### src/mem_pkg.sv
package mem_pkg;

   // Access size code, shared by read and write size fields
   typedef enum logic [1:0] {
      SIZE_NONE = 2'd0,  // No access
      SIZE_BYTE = 2'd1,
      SIZE_HALF = 2'd2,
      SIZE_WORD = 2'd3
   } mem_size_e;

   // Number of registers in the I/O bank
   localparam int NUM_IO_REGS = 4;

   // One request per cycle from the execute side
   typedef struct packed {
      mem_size_e   rd_size;   // Load size, SIZE_NONE for no load
      mem_size_e   wr_size;   // Store size, SIZE_NONE for no store
      logic        sign_ext;  // Sign extend byte and halfword loads
      logic [31:0] addr;      // Byte address, low ADDR_W bits decoded
      logic [31:0] wdata;     // Store data, right justified
   } mem_req_t;

   // Decoded access sent to both regions
   typedef struct packed {
      logic [31:0] word_addr;  // Word index inside the region
      logic [3:0]  be;         // Byte write mask
      logic        rd;         // Read strobe
      logic [31:0] lane_data;  // Store data on its byte lanes
   } lane_req_t;

   // Load control, one cycle behind the request
   typedef struct packed {
      logic        region;    // 0 RAM, 1 I/O bank
      logic [1:0]  offset;    // Byte offset in the word
      mem_size_e   rd_size;
      logic        sign_ext;
      logic        valid;     // Accepted read in flight
      logic        misalign;  // Request was rejected
   } load_ctl_t;

   // Two views of one read word
   typedef union packed {
      logic [3:0][7:0]  b;  // Byte lanes, b[0] at the lowest address
      logic [1:0][15:0] h;  // Halfwords, h[0] at the lower address
   } mem_word_u;

endpackage

### src/load_align.sv
`timescale 1ns/1ps

module load_align (
   input  logic               i_clk,
   input  logic               i_rst_n,
   input  mem_pkg::load_ctl_t i_ctl,
   input  logic [31:0]        i_ram_data,
   input  logic [31:0]        i_io_data,
   output logic [31:0]        o_rdata,
   output logic               o_rvalid,
   output logic               o_misalign
);
   import mem_pkg::*;

   mem_word_u   word;
   logic [7:0]  byte_sel;
   logic [15:0] half_sel;
   logic [31:0] ext_data;

   // Region word picked by the delayed region bit
   assign word = i_ctl.region ? i_io_data : i_ram_data;

   assign byte_sel = word.b[i_ctl.offset];      // Addressed byte lane
   assign half_sel = word.h[i_ctl.offset[1]];   // Aligned halfword, bit 0 is clear

   // Zero or sign extension to 32 bits
   always_comb begin
      case (i_ctl.rd_size)
         SIZE_BYTE: ext_data = {{24{i_ctl.sign_ext & byte_sel[7]}}, byte_sel};
         SIZE_HALF: ext_data = {{16{i_ctl.sign_ext & half_sel[15]}}, half_sel};
         SIZE_WORD: ext_data = word;
         default:   ext_data = '0;
      endcase
   end

   // Result slot, data zero unless an accepted load
   always_ff @(posedge i_clk or negedge i_rst_n) begin
      if (!i_rst_n) begin
         o_rdata    <= '0;
         o_rvalid   <= 1'b0;
         o_misalign <= 1'b0;
      end else begin
         o_rdata    <= i_ctl.valid ? ext_data : 32'h0;
         o_rvalid   <= i_ctl.valid;      // One pulse per accepted load
         o_misalign <= i_ctl.misalign;   // Same slot as the would-be result
      end
   end

endmodule

### config.mk
export PLATFORM = sky130hd
export DESIGN_NAME = load_align
export DESIGN_NICKNAME = d
export VERILOG_FILES = /design/src/mem_pkg.sv /design/src/load_align.sv
export SDC_FILE = /design/constraint.sdc
export NUM_CORES = 1
export LEC_CHECK = 0
export BUFFER_PORTS_ARGS = -buffer_cell sky130_fd_sc_hd__buf_4
export CORE_MARGIN = 2
export CORE_UTILIZATION = 41
export DETAILED_ROUTE_END_ITERATION = 8
export PLACE_DENSITY = 0.71
export SETUP_SLACK_MARGIN = 0.3
export SLEW_MARGIN = 20
export SYNTH_ARGS = -nofsm -noshare
export SYNTH_HDL_FRONTEND = slang
export SYNTH_SLANG_ARGS = --single-unit
### constraint.sdc
create_clock -name i_clk -period 0.8 [get_ports i_clk]
set_input_delay 0.08 -clock i_clk [delete_from_list [all_inputs] [get_ports i_clk]]
set_output_delay 0.08 -clock i_clk [all_outputs]
set_load 0.02 [all_outputs]
==> flow_metrics.py <==
metrics = {
    "cts": {
        "cts_inserted_buffers": 5,
        "root_buffer": "sky130_fd_sc_hd__clkbuf_8",
        "cts_tree": "done",
        "clock_path_buffers": 2,
        "clock_input_transition_at_the_sequential_cells_of_the_worst_setup_and_hold_paths_ps": 60,
        "cts.sinks": 34,
        "cts_max_level": 2,
    },
    "sta": {
        "final_hold_viol_count": 35,
        "fmax_mhz": 921,
        "timing.slew.headroom_pct": 70.4,
        "worst_slew_pin_slew_ps": 445,
        "period_minus_slack_ps": 1090,
        "maxSlewViolCount": 0,
        "whs_ps": -251,
        "rsz0062_at_grt": "yes",
        "worst_path_setup_slack_after_routing_ps": -286,
        "finalCritPeriodShare_pct": 136,
        "finalSetupViolCount": 66,
    },
    "floorplanning": {
        "std_cell_rows": 27,
        "core_um2": 5540,
        "fp.dieH_um": 80.0,
        "floorplan.initialDensity_pct": 42.7,
        "floorplan.die.width_um": 80.0,
        "fp.dieArea_um2": 6390,
        "design.portCount": 108,
    },
    "critical_path": {
        "cp-start-kind": "primary input",
        "timing.critical_path.fanout_max": 16,
        "cpLargestDelayFamily": "multiplexers",
        "data_required_time_at_the_worst_endpoint_ps": 960,
        "critPathSlowestCell": "sky130_fd_sc_hd__mux4_2",
        "crit_type": "primary input to flip-flop",
        "cp_num_buf_inv": 2,
        "critical-path-top-cell-by-count": "sky130_fd_sc_hd__buf_12",
        "crit_arrival_ps": 1250,
        "crit_chain": "buf_12, mux4_2, nor4b_4, a31oi_4, buf_12, o21ai_1",
        "critical_path_max_stage_delay_ps": 490,
        "timing.critical_path.to_type": "flip-flop",
    },
    "logic_synthesis": {
        "synth.area.mux_share_pct": 31.2,
        "synthSimpleGateAreaFrac_pct": 8.99,
        "main_combinational_cell_family_by_area_after_synthesis": "multiplexers",
        "synth_compound_gate_area_share_pct": 18.0,
        "syn_nets": 275,
        "synth.ff_latch_count": 34,
        "yosys.cell_types.count": 36,
        "post_synth.cell_area_avg_um2": 11.8,
        "yosysWarningCount": 0,
        "synth_fa_ha_area_share_pct": 0,
        "synth_xor_xnor_area_share_pct": 0,
        "synth_sequential_area_ratio_pct": 36.0,
        "syn-instance-count": 201,
        "synthesis.area_um2": 2370,
    },
    "power_and_ir_drop": {
        "power_frac_seq_pct": 38.2,
        "switching_power_w": 0.00148,
        "netSwitchingFraction_pct": 29.8,
        "power_density_nw_per_um2": 1230,
        "cellLeakagePower_nw": 2.02,
        "power_report.internal_total_w": 0.00348,
        "combPwrFrac_pct": 38.1,
        "power.share.clock_pct": 23.7,
        "vdd.ir_drop.worst_v": 0.000820,
    },
    "final_layout": {
        "final_design_area_no_fill_um2": 4020,
        "commonest_non_fill_non_tap_cells_in_the_layout": "sky130_fd_sc_hd__buf_4, sky130_fd_sc_hd__buf_6, sky130_fd_sc_hd__mux2i_1, sky130_fd_sc_hd__dfrtp_1, sky130_fd_sc_hd__mux4_2",
        "final_nets": 417,
        "commonest_non_fill_non_tap_cell_in_the_layout": "sky130_fd_sc_hd__buf_4",
        "drive_above_1_share_pct": 63.0,
        "area_delta_synth_final_pct": 69.8,
        "layout.cells.non_filler": 415,
        "insertedDiodeCount": 0,
        "layout.filler_cells": 404,
    },
    "flow_run": {
        "cap_viol_max_count": 0,
    },
    "run_status": {
        "run_status": "complete, but fails checks",
        "failing_checks": "negative hold slack, negative setup slack",
    },
    "detailed_routing": {
        "vias": 2332,
        "number_of_remaining_drc_errors": 0,
        "avgViaCountPerCell": 5.62,
        "wl_per_cell_um": 18.4,
        "firstDrtPassIters": 4,
        "wirelength_um": 7650,
        "drt_iter0_drc": 173,
        "ant_nets": 0,
    },
    "grt": {
        "largest_net_degree_at_the_start_of_global_routing": 35,
        "grt_pass1_wl_um": 11800,
        "first_global_vias": 2456,
        "grt_antenna_before_repair": 0,
        "groute.usage.overall_pct": 24.3,
        "grt_overflow": 0,
    },
    "place": {
        "dp_slack_ps": -598,
        "placement.io_buffers": 107,
        "dp_cells": 397,
        "gp_routability_congestion": 0.888,
        "post-dp-hpwl_um": 5390,
        "postPlaceCellArea_um2": 3470,
    },
    "min_path": {
        "hp-class": "primary input to async pin",
    },
}
[per-layer routing]
layer  GRT usage, %  routed length, um  vias to the layer above
li1               -                  -                     1063
met1           27.9               2880                     1172
met2           44.5               4240                       89
met3           4.19                424                        8
met4           9.15                103                        0
met5              0                  0                        -
[how the worst max path moves through the flow]
stage	from	depth (start not counted)	slack (ps)	end
final	i_ctl[7]	6	-290	o_rdata[19]
after global routing	i_ctl[7]	6	-330	o_rdata[20]
after floorplan	i_ctl[7]	5	-440	o_rdata[21]
after global placement	i_ctl[7]	6	-590	o_rdata[19]
after detailed placement	i_ctl[7]	6	-600	o_rdata[20]
after CTS	i_ctl[7]	6	-280	o_rdata[19]
[kinds of logic after synthesis]
family,count (synthesis)
multiplexers,57
AO/OA/AOI/OAI,55
AND/OR/NAND/NOR,35
flip-flops,34
buffers and inverters,20
[sequential cells by signal, indices dropped and copies added, names as in the netlist]
| name | count |
|---|---|
| o_rvalid | 1 |
| o_rdata | 32 |
| o_misalign | 1 |
[area by class of cell]
cell class	instances	area [um2]	area share [%]
flip-flops and latches	34	851	21.2
well taps	72	90.1	2.24
repair buffers	153	1450	36.2
multi-input cells	147	1540	38.3
clock buffers	7	76.3	1.90
inverters	2	7.51	0.187
[stage by stage]
stage / hold WS (ps) / util [%] / TNS, ps / total power, W
final: -251 / 72.5 / -9620 / 0.00496
after global routing: -228 / 72.5 / -11320 / 0.00518
after CTS: -245 / 71.4 / -9770 / 0.00494
after detailed placement: 56.3 / 62.6 / -17610 / 0.00349
after floorplan: -216 / - / -11450 / 0.00274
after global placement: 54.1 / 62.6 / -17130 / 0.00346
[synthesized netlist by cell type (all sizes together)]
cell    number  area share [%]
o221ai       7             2.6
a21oi        2            0.42
o211ai       1            0.32
nand3b       2             1.2
o22ai        7             1.9
and2         2            0.53
a32oi        1            0.69
a21o         8             2.5
buf         16             5.1
nor4b        1             1.0
mux4        13              12
clkbuf       2            0.42
a31oi        6             2.2
a311oi       1            0.63
and3         2            0.53
nor2         1            0.16
mux2i       40              17
nor2b        3            0.79
nand2b       6             1.6
mux2         4             1.9
a211oi       2            0.85
inv          2            0.32
nor3b        1            0.32
o21a         1            0.32
o21ai       19             5.6
dfrtp       34              36
nand3        4            0.85
nand2       13             2.1
[power by group through the flow]
stage               Clock [W]  Sequential [W]  Combinational [W]
floorplan                   0         0.00205           0.000694
global placement            0         0.00190            0.00156
detailed placement          0         0.00190            0.00159
CTS                   0.00120         0.00189            0.00184
global route          0.00127         0.00190            0.00201
finish                0.00117         0.00189            0.00189
[timing repair]
item                                   in CTS  in global routing
endpoints found under the hold margin      35                 35
setup endpoints to repair                  66                 66
pin swaps                                  12                  4
setup buffers                               8                  1
cloned                                      2                  0
resized for setup                          75                 11
(Power assumes the default switching activity.)
