**config.mk**
```make
export PLATFORM = sky130hd
export DESIGN_NAME = io_regs
export DESIGN_NICKNAME = d
export VERILOG_FILES = /design/src/mem_pkg.sv /design/src/io_regs.sv
export SDC_FILE = /design/constraint.sdc
export NUM_CORES = 1
export LEC_CHECK = 0
export BUFFER_PORTS_ARGS = -buffer_cell sky130_fd_sc_hd__buf_2
export CORE_MARGIN = 5
export CORE_UTILIZATION = 35
export CTS_BUF_LIST = sky130_fd_sc_hd__clkbuf_16
export DETAILED_ROUTE_END_ITERATION = 8
export GPL_ROUTABILITY_DRIVEN = 0
export GPL_TIMING_DRIVEN = 0
export PLACE_DENSITY = 0.57
export SETUP_SLACK_MARGIN = 0.05
export SLEW_MARGIN = 30
export SYNTH_ARGS = -nofsm -noshare
export SYNTH_HDL_FRONTEND = slang
export SYNTH_SLANG_ARGS = --single-unit
```
**constraint.sdc**
```tcl
create_clock -name i_clk -period 3 [get_ports i_clk]
set_input_delay 0.3 -clock i_clk [delete_from_list [all_inputs] [get_ports i_clk]]
set_output_delay 0.3 -clock i_clk [all_outputs]
set_load 0.05 [all_outputs]
```
**src/mem_pkg.sv**
```systemverilog
package mem_pkg;

   // Access size code, shared by read and write size fields
   typedef enum logic [1:0] {
      SIZE_NONE = 2'd0,  // No access
      SIZE_BYTE = 2'd1,
      SIZE_HALF = 2'd2,
      SIZE_WORD = 2'd3
   } mem_size_e;

   // Number of registers in the I/O bank
   localparam int NUM_IO_REGS = 4;

   // One request per cycle from the execute side
   typedef struct packed {
      mem_size_e   rd_size;   // Load size, SIZE_NONE for no load
      mem_size_e   wr_size;   // Store size, SIZE_NONE for no store
      logic        sign_ext;  // Sign extend byte and halfword loads
      logic [31:0] addr;      // Byte address, low ADDR_W bits decoded
      logic [31:0] wdata;     // Store data, right justified
   } mem_req_t;

   // Decoded access sent to both regions
   typedef struct packed {
      logic [31:0] word_addr;  // Word index inside the region
      logic [3:0]  be;         // Byte write mask
      logic        rd;         // Read strobe
      logic [31:0] lane_data;  // Store data on its byte lanes
   } lane_req_t;

   // Load control, one cycle behind the request
   typedef struct packed {
      logic        region;    // 0 RAM, 1 I/O bank
      logic [1:0]  offset;    // Byte offset in the word
      mem_size_e   rd_size;
      logic        sign_ext;
      logic        valid;     // Accepted read in flight
      logic        misalign;  // Request was rejected
   } load_ctl_t;

   // Two views of one read word
   typedef union packed {
      logic [3:0][7:0]  b;  // Byte lanes, b[0] at the lowest address
      logic [1:0][15:0] h;  // Halfwords, h[0] at the lower address
   } mem_word_u;

endpackage

```
**src/io_regs.sv**
```systemverilog
`timescale 1ns/1ps

module io_regs (
   input  logic               i_clk,
   input  logic               i_rst_n,
   input  logic               i_sel,
   input  mem_pkg::lane_req_t i_lane,
   output logic [31:0]        o_rdata
);
   import mem_pkg::*;

   localparam int IDX_W  = $clog2(NUM_IO_REGS);
   localparam int STICKY = NUM_IO_REGS - 1;   // Last register ORs in writes

   logic [31:0]      regs [NUM_IO_REGS];
   logic [IDX_W-1:0] idx;
   logic             is_sticky;

   assign idx       = i_lane.word_addr[IDX_W-1:0];  // Word index modulo bank size
   assign is_sticky = (idx == IDX_W'(STICKY));

   // Byte lane writes, sticky register only sets bits
   always_ff @(posedge i_clk or negedge i_rst_n) begin
      if (!i_rst_n) begin
         for (int r = 0; r < NUM_IO_REGS; r++) begin
            regs[r] <= '0;
         end
      end else if (i_sel) begin
         for (int b = 0; b < 4; b++) begin
            if (i_lane.be[b]) begin
               if (is_sticky) begin
                  regs[idx][8*b +: 8] <= regs[idx][8*b +: 8] | i_lane.lane_data[8*b +: 8];
               end else begin
                  regs[idx][8*b +: 8] <= i_lane.lane_data[8*b +: 8];
               end
            end
         end
      end
   end

   // Registered read, sees the value before this cycle's write
   always_ff @(posedge i_clk or negedge i_rst_n) begin
      if (!i_rst_n) begin
         o_rdata <= '0;
      end else if (i_sel && i_lane.rd) begin
         o_rdata <= regs[idx];
      end
   end

endmodule

```
==> results.sh, run 1 <==
export IMPL_yosys_warnings=0
export IMPL_coreArea_sq_um=18800
export IMPL_drt_iter0_markers=144
export IMPL_path_clk_slew_ns=0.06
export IMPL_maxCapViolations=0
export IMPL_row_count=50
export IMPL_worst_slew_pin_slew_ns=0.610
export IMPL_fin_crit_sh_pct=50.3
export IMPL_synth_nets=464
export IMPL_grtUsageTotal_pct=13.9
export IMPL_drt_wl_total_microns=14200
export IMPL_wire_per_inst_microns=19.4
export IMPL_drt_first_pass_iters=4
export IMPL_place_ws_ns=1.01
export IMPL_status="complete, no violations"
export IMPL_num_vias=3749
export IMPL_hold_viol=0
export IMPL_max_slew_margin_pct=59.1
export IMPL_slew_viol_final=0
export IMPL_drcViolationCount=0
export IMPL_antenna_left=0
export IMPL_synth_top_area_cell="dfrtp_1"
export IMPL_worstSetupPathType="input pin to flop"
export IMPL_clockBufferDepth=2
export IMPL_setup_ws_ns=1.49
export IMPL_p_leak_nw=3.51
export IMPL_final_setup_viol_count=0
export IMPL_die_w_microns=148
export IMPL_hp_class="input pin to flop"
export IMPL_grt_max_degree=64
export IMPL_cp_arrival_ns=1.80
export IMPL_synth_cell_type_count=12
export IMPL_p_total_mw=6.82
export IMPL_ctsResizeCount=0
export IMPL_final_common_cell="dfrtp_1"
export IMPL_die_h_microns=148
export IMPL_nNetsFinal=558
export IMPL_start_kind="input pin"
export IMPL_cp_required_ns=3.29
export IMPL_synth_area_leaders="dfrtp_1 60%, mux2_2 22%, mux4_2 11%, a21o_1 3.6%, buf_2 0.97%"
export IMPL_final_seq_area_sq_um=4000
export IMPL_cp_max_fo=10
export IMPL_multi_input_area_sq_um=2560
export IMPL_syn_area_sq_um=6690
export IMPL_max_freq_mhz=663
export IMPL_fin_worst_skew_ns=0.00395
export IMPL_overflow=0
export IMPL_layout_common_cells="160 x dfrtp_1, 128 x mux2_2, 84 x buf_2"
export IMPL_grt_pass1_vias=4102
export IMPL_syn_area_per_cell_sq_um=17.1
export IMPL_fin_crit_ns=1.51
export IMPL_drive_gt1_share_pct=55.6
export IMPL_antenna_found_initial=6
export IMPL_rsz0062_at_grt="false"
export IMPL_pin_count=104
export IMPL_synth_top_area_share_pct=59.9
export IMPL_ir_worst_vdd_mv=0.327
export IMPL_yosysSeqAreaShare_pct=59.9
export IMPL_fill_cells=1686
export IMPL_cts_buffers=17
export IMPL_htree_levels=4
export IMPL_clock_sinks=160
export IMPL_grt_pass1_wl_microns=23100
export IMPL_via_per_inst=5.11
export IMPL_cts_tree="built"
export IMPL_power_density_nw_per_um2=847
export IMPL_root_buffer="clkbuf_16"
export IMPL_dieArea_sq_um=22000
export IMPL_synthCells=392
export IMPL_dp_hpwl_microns=9700
export IMPL_start_util_pct=35.6
export IMPL_end_kind="flop"
export IMPL_portBuffers=72
export IMPL_area_growth_syn_to_layout_pct=20.3
export IMPL_insertion_delay_ns=0.42
export IMPL_synth_seq_cells=160
-- worst paths after layout --
kind | cells past startpoint | slack, ns | startpoint | endpoint
min reg2reg | 1 | 0.45 | regs[2] | regs[2]
min in group asynchronous | 2 | 0.38 | i_rst_n | o_rdata[3]
max reg2reg | 2 | 1.75 | regs[11] | o_rdata[11]
max in group asynchronous | 4 | 1.70 | i_rst_n | regs[108]
max | 4 | 1.49 | i_lane[38] | regs[59]
min | 2 | 0.12 | i_lane[3] | regs[3]
-- cells by family after synthesis --
| family | Yosys count | synth area share, % |
|---|---|---|
| buf+inv | 23 | 1.87 |
| simple gates | 17 | 2.36 |
| compound gates | 32 | 3.59 |
| mux | 160 | 32.3 |
| flops | 160 | 59.9 |
-- cell type report --
class,instances,share of cell area (%)
Clock inverter,14,2.46
Sequential cell,160,49.8
Clock buffer,17,5.29
Buffer,23,1.56
Timing Repair Buffer,75,5.41
Antenna cell,2,0.0622
Tap cell,234,3.64
Multi-Input combinational cell,209,31.8
-- power by group --
part	total [mW]	internal [mW]	switching, mW
Combinational	1.60	0.685	0.916
Sequential	2.92	2.68	0.248
Clock	2.29	1.46	0.837
Total	6.82	4.82	2.00
-- routing by layer --
layer	global-route usage (%)	wire [microns]	up-vias	share of wire, %
met5	0	57	-	0.40
met1	17.7	6100	1970	43
li1	-	-	1675	-
met3	5.12	787	22	5.5
met4	5.40	275	8	1.9
met2	21.6	7010	74	49
-- synthesized netlist by cell type --
cell and n:
a21o_1 32, and2_1 1, and4_1 4, buf_2 13, buf_6 3, clkbuf_1 7, dfrtp_1 160, mux2_2 128
mux4_2 32, nand4b_1 7, nand4b_2 1, nor4bb_1 4
-- per-stage QoR --
step	area (sq um)	setup TNS [ns]	util [%]	hold WS, ns	instances
global route	8050	0	42.9	0.105	734
floorplan	6690	0	-	0.00441	392
finish	8050	0	42.9	0.124	734
global placement	7340	-88.70	39.1	0.432	698
detailed placement	7410	0	39.5	0.216	700
CTS	8040	0	42.8	0.101	732
-- timing repair --
| item | in CTS | in global routing |
|---|---|---|
| buffers inserted | 0 | 0 |
| endpoints found under the hold margin | 44 | 0 |
| hold buffers | 1 | 0 |
-- sequential cells by signal, summed over array words and instances (netlist names) --
register,cells
regs,128
o_rdata,32
-- critical path: stages --
cell	delay, ns
buf_2	0.10
clkbuf_1	0.35
nand4b_1	0.57
mux2_2	0.48
Power figures use the tool's default switching activity.
==> inputs of run 2 (changes only) <==
--- a/config.mk
+++ b/config.mk
@@ -12,7 +12,7 @@
 export DETAILED_ROUTE_END_ITERATION = 8
 export GPL_ROUTABILITY_DRIVEN = 0
 export GPL_TIMING_DRIVEN = 0
-export PLACE_DENSITY = 0.57
+export PLACE_DENSITY = 0.59
 export SETUP_SLACK_MARGIN = 0.05
 export SLEW_MARGIN = 30
 export SYNTH_ARGS = -nofsm -noshare
==> constraint.sdc (replaced) <==
create_clock -name i_clk -period 1.26 [get_ports i_clk]
set_input_delay 0.126 -clock i_clk [delete_from_list [all_inputs] [get_ports i_clk]]
set_output_delay 0.126 -clock i_clk [all_outputs]
set_load 0.05 [all_outputs]
==> results.sh, run 2 (synthesis results as in run 1) <==
export IMPL_antenna_found_initial=1
export IMPL_fin_worst_skew_ns=0.00593
export IMPL_grtUsageTotal_pct=14.1
export IMPL_die_w_microns=148
export IMPL_grt_pass1_vias=4387
export IMPL_drive_gt1_share_pct=54.8
export IMPL_top_regs="regs x128, o_rdata x32"
export IMPL_setup_ws_ns=-0.00104
export IMPL_final_setup_viol_count=1
export IMPL_final_common_cell="dfrtp_1"
export IMPL_final_util_pct=46.1
export IMPL_ir_worst_vdd_mv=0.821
export IMPL_area_growth_syn_to_layout_pct=29.3
export IMPL_fin_crit_sh_pct=100
export IMPL_rsz0062_at_grt="true"
export IMPL_cts_buffers=17
export IMPL_timing_hold_ws_ns=0.208
export IMPL_die_h_microns=148
export IMPL_hp_start="i_lane[37]"
export IMPL_worstSetupPathType="flop to flop"
export IMPL_path_clk_slew_ns=0.06
export IMPL_path_buf_inv=0
export IMPL_max_stage_delay_ns=0.50
export IMPL_ff2ff_path_depth=2
export IMPL_status="complete, but fails checks"
export IMPL_p_sw_share_pct=30.5
export IMPL_drt_wl_total_microns=14800
export IMPL_drcViolationCount=0
export IMPL_max_freq_mhz=793
export IMPL_cp_required_ns=1.56
export IMPL_start_kind="flop"
export IMPL_violations="negative setup slack"
export IMPL_grt_pass1_wl_microns=23800
export IMPL_grt_max_degree=88
export IMPL_hold_viol=0
export IMPL_switchingPower_mw=4.89
export IMPL_largest_register_ffs=128
export IMPL_overflow=0
export IMPL_r2r_start="regs[15]"
export IMPL_startpoint="regs[15]"
export IMPL_power_density_nw_per_um2=1860
export IMPL_nNetsFinal=619
export IMPL_critical_path_top_delay_family="multiplexers"
export IMPL_num_vias=3999
export IMPL_clock_sinks=160
export IMPL_dieArea_sq_um=22000
export IMPL_drt_iter0_markers=196
export IMPL_htree_levels=4
export IMPL_portBuffers=72
export IMPL_root_buffer="clkbuf_16"
export IMPL_r2r_slack_ns=-0.001
export IMPL_start_util_pct=35.6
export IMPL_regMostFlops="regs"
export IMPL_antenna_left=0
export IMPL_cts_tree="built"
export IMPL_wire_per_inst_microns=18.7
export IMPL_worst_slew_pin_slew_ns=0.509
export IMPL_clockBufferDepth=2
export IMPL_intPower_mw=11.2
export IMPL_slew_viol_final=0
export IMPL_antenna_cells=0
export IMPL_insertion_delay_ns=0.42
export IMPL_pwr_share_comb_pct=27.4
export IMPL_p_leak_nw=3.86
export IMPL_crit_path_cell_trace="mux4_2, mux2_4"
export IMPL_fin_crit_ns=1.26
export IMPL_drt_first_pass_iters=4
export IMPL_coreArea_sq_um=18800
export IMPL_pin_count=104
export IMPL_hp_class="input pin to flop"
export IMPL_max_slew_margin_pct=66.1
export IMPL_holdPathEnd="o_rdata[5]"
export IMPL_p_seq_share_pct=43.5
export IMPL_rr_endpoint="o_rdata[15]"
export IMPL_row_count=50
export IMPL_worstHoldPathCells=3
export IMPL_cp_arrival_ns=1.56
export IMPL_maxCapViolations=0
export IMPL_end_kind="flop"
export IMPL_dp_hpwl_microns=9620
export IMPL_via_per_inst=5.04
export IMPL_cp_depth=2
export IMPL_cp_max_fo=2
export IMPL_slowest_stage="mux4_2"
export IMPL_pwr_share_clk_pct=29.1
export IMPL_layout_common_cells="160 x dfrtp_1, 97 x mux2_2, 69 x buf_2"
[run 2: timing repair]
action	CTS	global route
endpoints found under the hold margin	213	0
gates cloned	0	0
hold buffers	33	0
setup endpoints to repair	89	96
setup buffers	25	5
gates resized for setup	24	19
pin swaps	4	0
[run 2: power by group through the flow]
stage / Sequential, mW / Clock [mW] / Combinational [mW]
finish: 6.98 / 4.66 / 4.40
global route: 7.12 / 5.05 / 4.68
CTS: 6.98 / 4.80 / 4.30
detailed placement: 7.06 / 0 / 3.88
global placement: 6.97 / 0 / 3.78
floorplan: 8.21 / 0 / 1.64
[run 2: through the flow]
step	setup slack, ns	cells	cell area [sq um]	total power, mW	TNS [ns]
after CTS	-0.0196	789	8550	16.1	-0.0306
final	-0.00104	794	8650	16.0	-0.00104
after detailed placement	-0.535	699	7410	10.9	-43.27
after floorplan	0.0146	392	6720	9.85	0
after global routing	-0.0374	794	8650	16.9	-0.159
after global placement	-2.19	698	7370	10.7	-388.62
[run 2: cell type report]
class                           instances  area, sq um
Buffer                                 23          158
Timing Repair Buffer                  136          986
Clock inverter                         15          106
Tap cell                              234          293
Sequential cell                       160         4000
Clock buffer                           17          425
Fill cell                            1675        10100
Multi-Input combinational cell        209         2680
[run 2: worst register-to-register path: cells and delay by family, from the launching register on]
family | cells | cell delay, ns
multiplexers | 2 | 0.77
flip-flops | 1 | 0.38
[run 2: worst max-delay path by stage]
stage          slack (ns)           to
2_1_floorplan        0.01   o_rdata[0]
3_3_place_gp        -2.19     regs[44]
3_5_place_dp        -0.53     regs[32]
4_1_cts             -0.02  o_rdata[15]
5_1_grt             -0.04  o_rdata[11]
6_report           -0.001  o_rdata[15]
[run 2: layer usage]
layer	up-vias	wire length, microns	GRT usage, %
met4	2	161	4.06
met1	2130	6520	17.6
met2	56	7540	23.9
met3	16	575	4.39
met5	-	13	0
li1	1795	-	-
