$ cat src/mem_pkg.sv
package mem_pkg;

   // Access size code, shared by read and write size fields
   typedef enum logic [1:0] {
      SIZE_NONE = 2'd0,  // No access
      SIZE_BYTE = 2'd1,
      SIZE_HALF = 2'd2,
      SIZE_WORD = 2'd3
   } mem_size_e;

   // Number of registers in the I/O bank
   localparam int NUM_IO_REGS = 4;

   // One request per cycle from the execute side
   typedef struct packed {
      mem_size_e   rd_size;   // Load size, SIZE_NONE for no load
      mem_size_e   wr_size;   // Store size, SIZE_NONE for no store
      logic        sign_ext;  // Sign extend byte and halfword loads
      logic [31:0] addr;      // Byte address, low ADDR_W bits decoded
      logic [31:0] wdata;     // Store data, right justified
   } mem_req_t;

   // Decoded access sent to both regions
   typedef struct packed {
      logic [31:0] word_addr;  // Word index inside the region
      logic [3:0]  be;         // Byte write mask
      logic        rd;         // Read strobe
      logic [31:0] lane_data;  // Store data on its byte lanes
   } lane_req_t;

   // Load control, one cycle behind the request
   typedef struct packed {
      logic        region;    // 0 RAM, 1 I/O bank
      logic [1:0]  offset;    // Byte offset in the word
      mem_size_e   rd_size;
      logic        sign_ext;
      logic        valid;     // Accepted read in flight
      logic        misalign;  // Request was rejected
   } load_ctl_t;

   // Two views of one read word
   typedef union packed {
      logic [3:0][7:0]  b;  // Byte lanes, b[0] at the lowest address
      logic [1:0][15:0] h;  // Halfwords, h[0] at the lower address
   } mem_word_u;

endpackage

$ cat src/mem_access_decode.sv
`timescale 1ns/1ps

module mem_access_decode #(
   parameter int ADDR_W = 12  // Byte address width
) (
   input  logic               i_clk,
   input  logic               i_rst_n,
   input  mem_pkg::mem_req_t  i_req,
   output mem_pkg::lane_req_t o_lane,
   output logic               o_ram_sel,
   output logic               o_io_sel,
   output mem_pkg::load_ctl_t o_load_ctl
);
   import mem_pkg::*;

   logic [1:0] offset;
   logic       region;
   logic       rd_act;
   logic       wr_act;
   logic       aligned;
   load_ctl_t  ctl_d;

   // Halfword needs even address, word needs bits 1:0 clear
   function automatic logic size_aligned(input mem_size_e sz, input logic [1:0] off);
      case (sz)
         SIZE_HALF: return ~off[0];
         SIZE_WORD: return (off == 2'b00);
         default:   return 1'b1;  // Bytes and no access are always fine
      endcase
   endfunction

   assign offset  = i_req.addr[1:0];
   assign region  = i_req.addr[ADDR_W-1];        // Top address bit picks the region
   assign rd_act  = (i_req.rd_size != SIZE_NONE);
   assign wr_act  = (i_req.wr_size != SIZE_NONE);
   assign aligned = size_aligned(i_req.rd_size, offset) & size_aligned(i_req.wr_size, offset);

   // Word index below the region bit
   assign o_lane.word_addr = 32'(i_req.addr[ADDR_W-2:2]);
   assign o_lane.rd        = rd_act & aligned;   // Misaligned load reads nothing

   always_comb begin
      o_lane.be        = 4'b0000;
      o_lane.lane_data = i_req.wdata;
      if (aligned) begin
         case (i_req.wr_size)
            SIZE_BYTE: begin
               o_lane.be        = 4'b0001 << offset;
               o_lane.lane_data = {4{i_req.wdata[7:0]}};   // Byte copied to every lane
            end
            SIZE_HALF: begin
               o_lane.be        = 4'b0011 << offset;
               o_lane.lane_data = {2{i_req.wdata[15:0]}};  // Halfword on both halves
            end
            SIZE_WORD: o_lane.be = 4'b1111;
            default:   o_lane.be = 4'b0000;
         endcase
      end
   end

   // Region enables, only for active requests
   assign o_ram_sel = (rd_act | wr_act) & ~region;
   assign o_io_sel  = (rd_act | wr_act) & region;

   always_comb begin
      ctl_d.region   = region;
      ctl_d.offset   = offset;
      ctl_d.rd_size  = i_req.rd_size;
      ctl_d.sign_ext = i_req.sign_ext;
      ctl_d.valid    = rd_act & aligned;                // Accepted load
      ctl_d.misalign = (rd_act | wr_act) & ~aligned;    // Any rejected request
   end

   // Load control lines up with the registered region reads
   always_ff @(posedge i_clk or negedge i_rst_n) begin
      if (!i_rst_n) begin
         o_load_ctl <= '0;
      end else begin
         o_load_ctl <= ctl_d;
      end
   end

endmodule

$ cat config.mk
export PLATFORM = sky130hd
export DESIGN_NAME = mem_access_decode
export DESIGN_NICKNAME = d
export VERILOG_FILES = /design/src/mem_pkg.sv /design/src/mem_access_decode.sv
export SDC_FILE = /design/constraint.sdc
export NUM_CORES = 1
export LEC_CHECK = 0
export BUFFER_PORTS_ARGS = -buffer_cell sky130_fd_sc_hd__buf_2
export CAP_MARGIN = 20
export CORE_MARGIN = 3
export CORE_UTILIZATION = 33
export DETAILED_ROUTE_END_ITERATION = 7
export GPL_TIMING_DRIVEN = 0
export HOLD_SLACK_MARGIN = 0.12
export PLACE_DENSITY = 0.81
export SKIP_CTS_REPAIR_TIMING = 1
export SLEW_MARGIN = 10
export SYNTH_ARGS = -nofsm -noshare
export SYNTH_HDL_FRONTEND = slang
export SYNTH_SLANG_ARGS = --single-unit
$ cat constraint.sdc
create_clock -name i_clk -period 2.4 [get_ports i_clk]
set_clock_uncertainty 0.1 [all_clocks]
set_input_delay 0.24 -clock i_clk [delete_from_list [all_inputs] [get_ports i_clk]]
set_output_delay 0.24 -clock i_clk [all_outputs]
set_load 0.03 [all_outputs]
==> results of run 1 <==
[worst max path at each step]
stage,from,to,slack (ns),cells after the start
floorplan,i_req[65],o_lane[11],-0.02,6
global placement,i_req[65],o_lane[25],-0.10,8
detailed placement,i_req[65],o_lane[11],-0.12,8
CTS,i_req[65],o_lane[11],-0.13,8
global route,i_req[65],o_lane[14],-0.004,9
finish,i_req[65],o_lane[27],0.08,9
[cells by family (layout without fill, tap and decap cells)]
group	after synthesis	in the layout	share of synthesized area [%]
DFF	8	8	16.5
and+or+nand+nor	18	18	7.11
muxes	25	25	21.0
buffers and inverters	75	187	37.1
AOI/OAI and AO/OA	19	19	12.9
adders and majority gates	5	5	5.15
other	1	23	0.309
[per-layer routing]
layer	part of all wire (%)	wire length, um	global-route usage (%)
met5	0	0	0
met4	2.1	78	8.12
met3	14	512	7.59
met2	52	1920	28.3
met1	32	1190	13.6
[stage by stage]
stage / hold WS, ns / total power [mW] / setup slack, ns
2_1_floorplan: -0.156 / 0.531 / -0.0154
3_3_place_gp: -0.0206 / 0.666 / -0.103
6_report: 0.251 / 0.858 / 0.0758
5_1_grt: 0.284 / 0.910 / -0.00389
3_5_place_dp: -0.0169 / 0.671 / -0.124
4_1_cts: -0.260 / 0.832 / -0.131
[layout make-up]
class,instances,share of cell area (%)
Clock buffer,3,2.04
Inverter,29,5.37
Tap cell,46,2.84
Buffer,46,17.1
Sequential cell,8,9.87
Multi-Input combinational cell,90,32.5
Timing Repair Buffer,109,30.3
[critical path: cells and delay by family]
kind	cells	cell delay [ns]
AO/OA/AOI/OAI	1	0.29
adder cells (fa/ha/maj)	1	0.16
buffers and inverters	5	0.80
multiplexers	2	0.50
[layout by cell type (no fill, tap or decap), drive strengths merged]
master and n:
mux2i 24, o31a 1, a21boi 2, a211oi 1, and3b 1, nor2 2
buf 143, a22o 1, nand2 8, or2 3, conb 23, a31oi 2
clkbuf 8, nor2b 1, inv 29, dlygate4sd3 7, a21o 1, nor3 3
mux2 1, a221oi 1, a22oi 8, dfrtp 8, a21oi 1, o21ai 1
ha 5
[power by group through the flow]
stage	combinational, mW	clock [mW]	sequential, mW
2_1_floorplan	0.365	0	0.166
3_3_place_gp	0.519	0	0.147
3_5_place_dp	0.523	0	0.148
4_1_cts	0.524	0.162	0.146
5_1_grt	0.595	0.169	0.146
6_report	0.557	0.156	0.146
==> metrics.yaml, run 1 <==
status: "finished, final reports clean"
die_h_um: 66.7
antenna_found_initial: 0
cts.sinks: 8
hpwl_mm: 3.15
cts-htree-levels: 1
stdcell_area_um2: 2030
final.fill_count: 309
num_antenna_cells: 0
combinationalPowerShare_pct: 64.9
async_reset_ff_share_pct: 100
crit_path_start_kind: "primary input"
pwr-share-clk_pct: 18.1
top_regs: "o_load_ctl x8"
netlist.area_leader.share_pct: 25.3
areaGrowthSynthToFinish_pct: 66.9
slew_viol_final: 0
synth_seq_cells: 8
worst-path-max-fanout: 6
max_freq_mhz: 430
cts.clk_slew.worst_paths_ns: 0.04
cap_violations: 0
nNetsFinal: 363
ys_seq_area_share_pct: 16.5
synth-main-ff-cell: "dfrtp_1"
period_minus_slack_ns: 2.32
cts_buffers: 3
largest_register_ff_count: 8
drive_above_1_share_pct: 54.0
drc: 0
place_congestion: 0.801
holdPathStages: 3
seq_area_um2: 200
worst-setup-path-type: "primary input to output pin"
synth_edf_count: 0
cts_buffer_depth: 2
p_int_mw: 0.465
viasPerCell: 4.11
portBuffers: 97
switchingPower_mw: 0.394
endpoint_kind: "output pin"
largest-register: "o_load_ctl"
synth-warning-count: 0
peakVddDrop_v: 0.000197
hold_path_end: "o_load_ctl[1]"
hold_violations: 0
wl_mm: 3.69
yosysMostFrequentCell: "buf_4"
required_ns: 2.06
syn_area_um2: 1210
finalNonFillerCells: 331
multiInputGateArea_um2: 659
path_common_cell: "buf_2"
syn_area_per_cell_um2: 8.05
critPathSlowestCell: "mux2_4"
clock-root-buffer: "clkbuf_8"
pin_count: 150
post-route-util_pct: 58.9
setup_viol: 0
synth.top_cells.by_count: "41 x buf_4, 29 x inv_1, 24 x mux2i_1"
via_count: 1361
wire_per_inst_um: 11.2
synthTopCellsByArea: "buf_4 25%, mux2i_1 20%, dfrtp_1 16%"
p_sw_share_pct: 45.9
drtIter0Drc: 27
grt_pass1_vias: 1212
synthCells: 151
ant_nets: 0
die_area_um2: 4450
path_cells: "buf_2 > inv_1 > ha_4 > mux2_4 > a221oi_4 > buf_6 > buf_4 > mux2i_1 > buf_2"
timing.setup.tns_ns: 0
overflow: 0
arrival_ns: 1.98
start_util_pct: 35.3
grtUsageTotal_pct: 15.4
rows: 21
worstHoldStart: "i_req[67]"
leakage_nw: 1.25
core_area_um2: 3440
place_area_um2: 1840
seq_power_share_pct: 17.0
synth_cell_types: 27
cts_tree: "yes"
synth_area_leader_cell: "buf_4"
grt_max_degree: 11
dp_cells: 316
p_per_area_nw_per_um2: 423
dr.pass1.iters: 4
dieWidth_um: 66.7
cpPeakStageDelay_ns: 0.31
hp-class: "primary input to register"
period_share_pct: 96.8
grt_pass1_wl_mm: 5.27
Power figures use the tool's default switching activity.
==> run 2: changes to the inputs <==
--- a/config.mk
+++ b/config.mk
@@ -12,7 +12,7 @@
 export DETAILED_ROUTE_END_ITERATION = 7
 export GPL_TIMING_DRIVEN = 0
 export HOLD_SLACK_MARGIN = 0.12
-export PLACE_DENSITY = 0.81
+export PLACE_DENSITY = 0.93
 export SKIP_CTS_REPAIR_TIMING = 1
 export SLEW_MARGIN = 10
 export SYNTH_ARGS = -nofsm -noshare
==> run 2 against run 1 <==
  * Hold slack gained 0.016 ns
  * Via count increased by 2.2%
  * Sequential cell count did not move
  * Global-route usage decreased by 0.64 points
  * Setup slack got worse by 0.062 ns
  * Die area unchanged
  * Combinational power is 2% higher
==> metrics.yaml, run 2 (synthesized netlist as in run 1, its figures left out) <==
status: "finished, final reports clean"
dp_cells: 316
cts.sinks: 8
start_util_pct: 35.3
wl_mm: 3.92
antenna_found_initial: 0
cap_violations: 0
hp-class: "primary input to register"
final_common_cell: "buf_2"
p_int_mw: 0.472
largest_register_ff_count: 8
die_h_um: 66.7
switchingPower_mw: 0.400
cts_buffer_depth: 2
combinationalPowerShare_pct: 65.2
dieWidth_um: 66.7
overflow: 0
hold_violations: 0
hpwl_mm: 3.07
cts.clk_slew.worst_paths_ns: 0.04
cts-htree-levels: 1
holdPathStages: 3
peakVddDrop_v: 0.000202
grtUsageTotal_pct: 14.8
place_congestion: 0.796
required_ns: 2.06
wire_per_inst_um: 11.8
die_area_um2: 4450
crit_path_start_kind: "primary input"
seq_power_share_pct: 16.8
finalNonFillerCells: 331
cts_buffers: 3
worst-path-max-fanout: 5
areaGrowthSynthToFinish_pct: 68.5
pin_count: 150
num_antenna_cells: 0
arrival_ns: 2.05
via_count: 1391
max_freq_mhz: 419
holdWs_ns: 0.267
rows: 21
drtIter0Drc: 21
cts_tree: "yes"
stdcell_area_um2: 2050
leakage_nw: 1.26
nNetsFinal: 363
drive_above_1_share_pct: 54.0
pwr-share-clk_pct: 18.0
endpoint_kind: "output pin"
slew_viol_final: 0
worst-setup-path-type: "primary input to output pin"
final.fill_count: 314
top_regs: "o_load_ctl x8"
period_minus_slack_ns: 2.39
core_area_um2: 3440
grt_pass1_vias: 1270
setup_viol: 0
grt_max_degree: 11
p_sw_share_pct: 45.8
largest-register: "o_load_ctl"
dr.pass1.iters: 4
mostFrequentLayoutCells: "85 x buf_2, 52 x buf_4, 29 x inv_1"
clock-root-buffer: "clkbuf_8"
ant_nets: 0
place_area_um2: 1840
period_share_pct: 99.4
viasPerCell: 4.20
grt_pass1_wl_mm: 5.20
power.total_mw: 0.872
p_per_area_nw_per_um2: 426
portBuffers: 97
drc: 0
-- run 2: cell counts in the layout (fill, tap and decap cells not counted) --
Identical to the previous run, type by type.
-- run 2: path summary, 6_finish.rpt --
check                      slack [ns]       from            end
max                              0.01  i_req[65]     o_lane[18]
min                              0.27  i_req[67]  o_load_ctl[1]
max in group asynchronous        1.74    i_rst_n  o_load_ctl[4]
min in group asynchronous        0.29    i_rst_n  o_load_ctl[7]
-- run 2: per-layer routing --
metal	wire length, um	global-route usage, %
met2	2200	30.9
met1	1390	14.4
met3	296	2.02
met5	0	0
met4	36	4.57
-- run 2: power by group through the flow --
stage | combinational [mW] | clock, mW | sequential (mW)
6_report | 0.569 | 0.157 | 0.146
5_1_grt | 0.605 | 0.166 | 0.147
4_1_cts | 0.523 | 0.161 | 0.146
3_5_place_dp | 0.522 | 0 | 0.148
3_3_place_gp | 0.515 | 0 | 0.147
2_1_floorplan | 0.365 | 0 | 0.166
-- run 2: worst max-delay path, cell delays in order --
cell and delay (ns):
buf_2 0.12, inv_1 0.13, ha_4 0.16, mux2_4 0.31, a221oi_4 0.35, buf_4 0.19, buf_6 0.13, mux2i_1 0.20
clkbuf_4 0.21
-- run 2: stage by stage --
step | util (%) | TNS [ns] | setup WS [ns]
global placement | 53.5 | -1.56 | -0.0889
CTS | 54.7 | -1.80 | -0.111
global route | 59.5 | -0.412 | -0.0683
detailed placement | 53.5 | -1.69 | -0.108
floorplan | - | -0.308 | -0.0154
finish | 59.5 | 0 | 0.0140
-- run 2: area by class of cell --
cell class	count	area, um2	area share, %
well taps	46	57.6	2.81
inverters	29	109	5.32
repair buffers	110	642	31.4
flip-flops and latches	8	200	9.78
clock buffers	3	41.3	2.02
plain buffers	45	338	16.5
multi-input cells	90	659	32.2
==> run 3: changes to the inputs <==
--- a/config.mk
+++ b/config.mk
@@ -5,14 +5,15 @@
 export SDC_FILE = /design/constraint.sdc
 export NUM_CORES = 1
 export LEC_CHECK = 0
+export ABC_AREA = 1
 export BUFFER_PORTS_ARGS = -buffer_cell sky130_fd_sc_hd__buf_2
 export CAP_MARGIN = 20
-export CORE_MARGIN = 3
-export CORE_UTILIZATION = 33
+export CORE_MARGIN = 10
+export CORE_UTILIZATION = 35
 export DETAILED_ROUTE_END_ITERATION = 7
 export GPL_TIMING_DRIVEN = 0
 export HOLD_SLACK_MARGIN = 0.12
-export PLACE_DENSITY = 0.93
+export PLACE_DENSITY = 0.89
 export SKIP_CTS_REPAIR_TIMING = 1
 export SLEW_MARGIN = 10
 export SYNTH_ARGS = -nofsm -noshare
==> run 3 against run 2 <==
  * Cell count up 40%
  * Die area up 69%
  * Sequential power barely moved
  * Global-route usage is 0.34 points lower
  * Non-clock buffer count increased by 3
  * Combinational power rose by 18%
  * First-iteration DRC count grew to 7.3 times the previous value
  * Hold slack better by 0.0032 ns
  * Synthesized cell count grew 87%
  * Count of clock-buffer cells in the layout stayed put
  * Utilization down 6.4 points
  * Critical endpoint is now o_lane[32]
==> metrics.yaml, run 3 <==
status: "finished, final reports clean"
place_area_um2: 2180
max_freq_mhz: 450
final_common_cell: "nand2_1"
synth-main-ff-cell: "dfrtp_1"
synth_cell_types: 22
period_share_pct: 92.6
use_met1_pct: 15.1
grt_util_met2_pct: 25.8
dr.pass1.iters: 4
hpwl_mm: 4.82
slew_viol_final: 0
critPathSlowestCell: "dlygate4sd3_1"
drive_above_1_share_pct: 38.6
overflow: 0
post-route-util_pct: 53.1
arrival_ns: 1.88
cpPeakStageDelay_ns: 0.53
stdcell_area_um2: 2290
pre_cts_ws_ns: 0.254
async_reset_ff_share_pct: 100
wl_mm: 5.67
syn_area_um2: 1550
holdWs_ns: 0.270
synthTopCellsByArea: "nand2_1 38%, buf_4 21%, dfrtp_1 13%"
grt_pass1_wl_mm: 9.14
hp-class: "primary input to async pin"
cts_tree: "yes"
netlist.area_leader.share_pct: 38.3
mostFrequentLayoutCells: "158 x nand2_1, 102 x buf_2, 43 x buf_4"
rows: 24
synth.top_cells.by_count: "158 x nand2_1, 43 x buf_4, 26 x nand3_1"
synth-warning-count: 0
top_regs: "o_load_ctl x8"
synth_edf_count: 0
finalNonFillerCells: 464
clock-root-buffer: "clkbuf_8"
viasPerCell: 4.40
cap_violations: 0
portBuffers: 97
p_per_area_nw_per_um2: 428
core_area_um2: 4320
worst-setup-path-type: "primary input to output pin"
largest-register: "o_load_ctl"
cts.clk_slew.worst_paths_ns: 0.04
cts.sinks: 8
synth_area_leader_cell: "nand2_1"
antenna_found_initial: 0
path_cells: "dlygate4sd3_1 > buf_2 > inv_1 > nand2_1 > nand2_4 > nand2_4 > buf_6 > a21oi_2 > buf_4 > buf_2"
largest_register_ff_count: 8
grt_max_degree: 11
peakVddDrop_v: 0.000235
drtIter0Drc: 153
endpoint_kind: "output pin"
pin_count: 150
start_util_pct: 35.9
synthCells: 283
dp_cells: 454
timing.final.ws_setup_ns: 0.178
grt-busiest-layer: "met2"
die_h_um: 86.6
rsz0062_at_grt: "false"
yosysMostFrequentCell: "nand2_1"
cts_buffer_depth: 2
syn_area_per_cell_um2: 5.48
place_congestion: 0.822
power.total_mw: 0.982
num_antenna_cells: 0
hold_violations: 0
dieWidth_um: 86.6
grtUsageTotal_pct: 14.4
crit_path_start_kind: "primary input"
required_ns: 2.06
cts-htree-levels: 1
grt_pass1_vias: 2025
period_minus_slack_ns: 2.22
wire_per_inst_um: 12.2
cts_buffers: 3
worst-path-max-fanout: 10
timing.setup.tns_ns: 0
synth_seq_cells: 8
setup_viol: 0
use_met3_pct: 6.29
die_area_um2: 7490
nNetsFinal: 490
ys_seq_area_share_pct: 12.9
ant_nets: 0
areaGrowthSynthToFinish_pct: 48.0
via_count: 2043
leakage_nw: 1.56
drc: 0
-- run 3: cell types whose count changed in the layout (fill, tap and decap cells not counted), moves of 3 or more --
cell,delta
nand2_1,+150
nand3_1,+26
mux2i_1,-24
inv_1,-21
buf_2,+17
buf_4,-9
a22oi_1,-8
nor2_1,+6
clkbuf_4,-4
nand2_4,+3
-- run 3: critical path: cells and delay by family --
family,cells,cell delay (ns)
buffers and inverters,6,1.20
AND/OR/NAND/NOR,3,0.31
AO/OA/AOI/OAI,1,0.12
-- run 3: worst paths after layout --
| kind | start | end | cells after the start |
|---|---|---|---|
| hold / removal | i_rst_n | o_load_ctl[4] | 2 |
| min in group i_clk | i_req[64] | o_load_ctl[2] | 2 |
| setup / recovery | i_req[67] | o_lane[32] | 10 |
| max in group asynchronous | i_rst_n | o_load_ctl[3] | 2 |
-- run 3: final cells by class --
| class | instances | area [um2] |
|---|---|---|
| Inverter | 10 | 37.5 |
| Tap cell | 52 | 65.1 |
| Timing Repair Buffer | 104 | 556 |
| Fill cell | 448 | 2030 |
| Clock buffer | 3 | 41.3 |
| Sequential cell | 8 | 200 |
| Buffer | 54 | 393 |
| Multi-Input combinational cell | 233 | 1000 |
-- run 3: power by group --
group          leakage [nW]  total (mW)  internal, mW  switching (mW)
combinational          1.44       0.671         0.219           0.453
clock                0.0216       0.165         0.109          0.0557
sequential           0.0940       0.146         0.144         0.00176
-- run 3: cells by family (layout without fill, tap and decap cells) --
logic type	count (synthesis)	in the layout	synth area share, %
fa+ha+maj	5	5	4.04
buf+inv	64	171	27.8
other cells	1	23	0.242
compound gates	5	5	1.94
flops	8	8	12.9
simple gates	200	200	53.1
-- run 3: metal layers --
layer,share of wire (%),wire (um),up-vias
li1,-,-,1058
met1,38,2160,882
met2,49,2760,99
met3,12,690,4
met4,0.99,56,0
met5,0,0,-
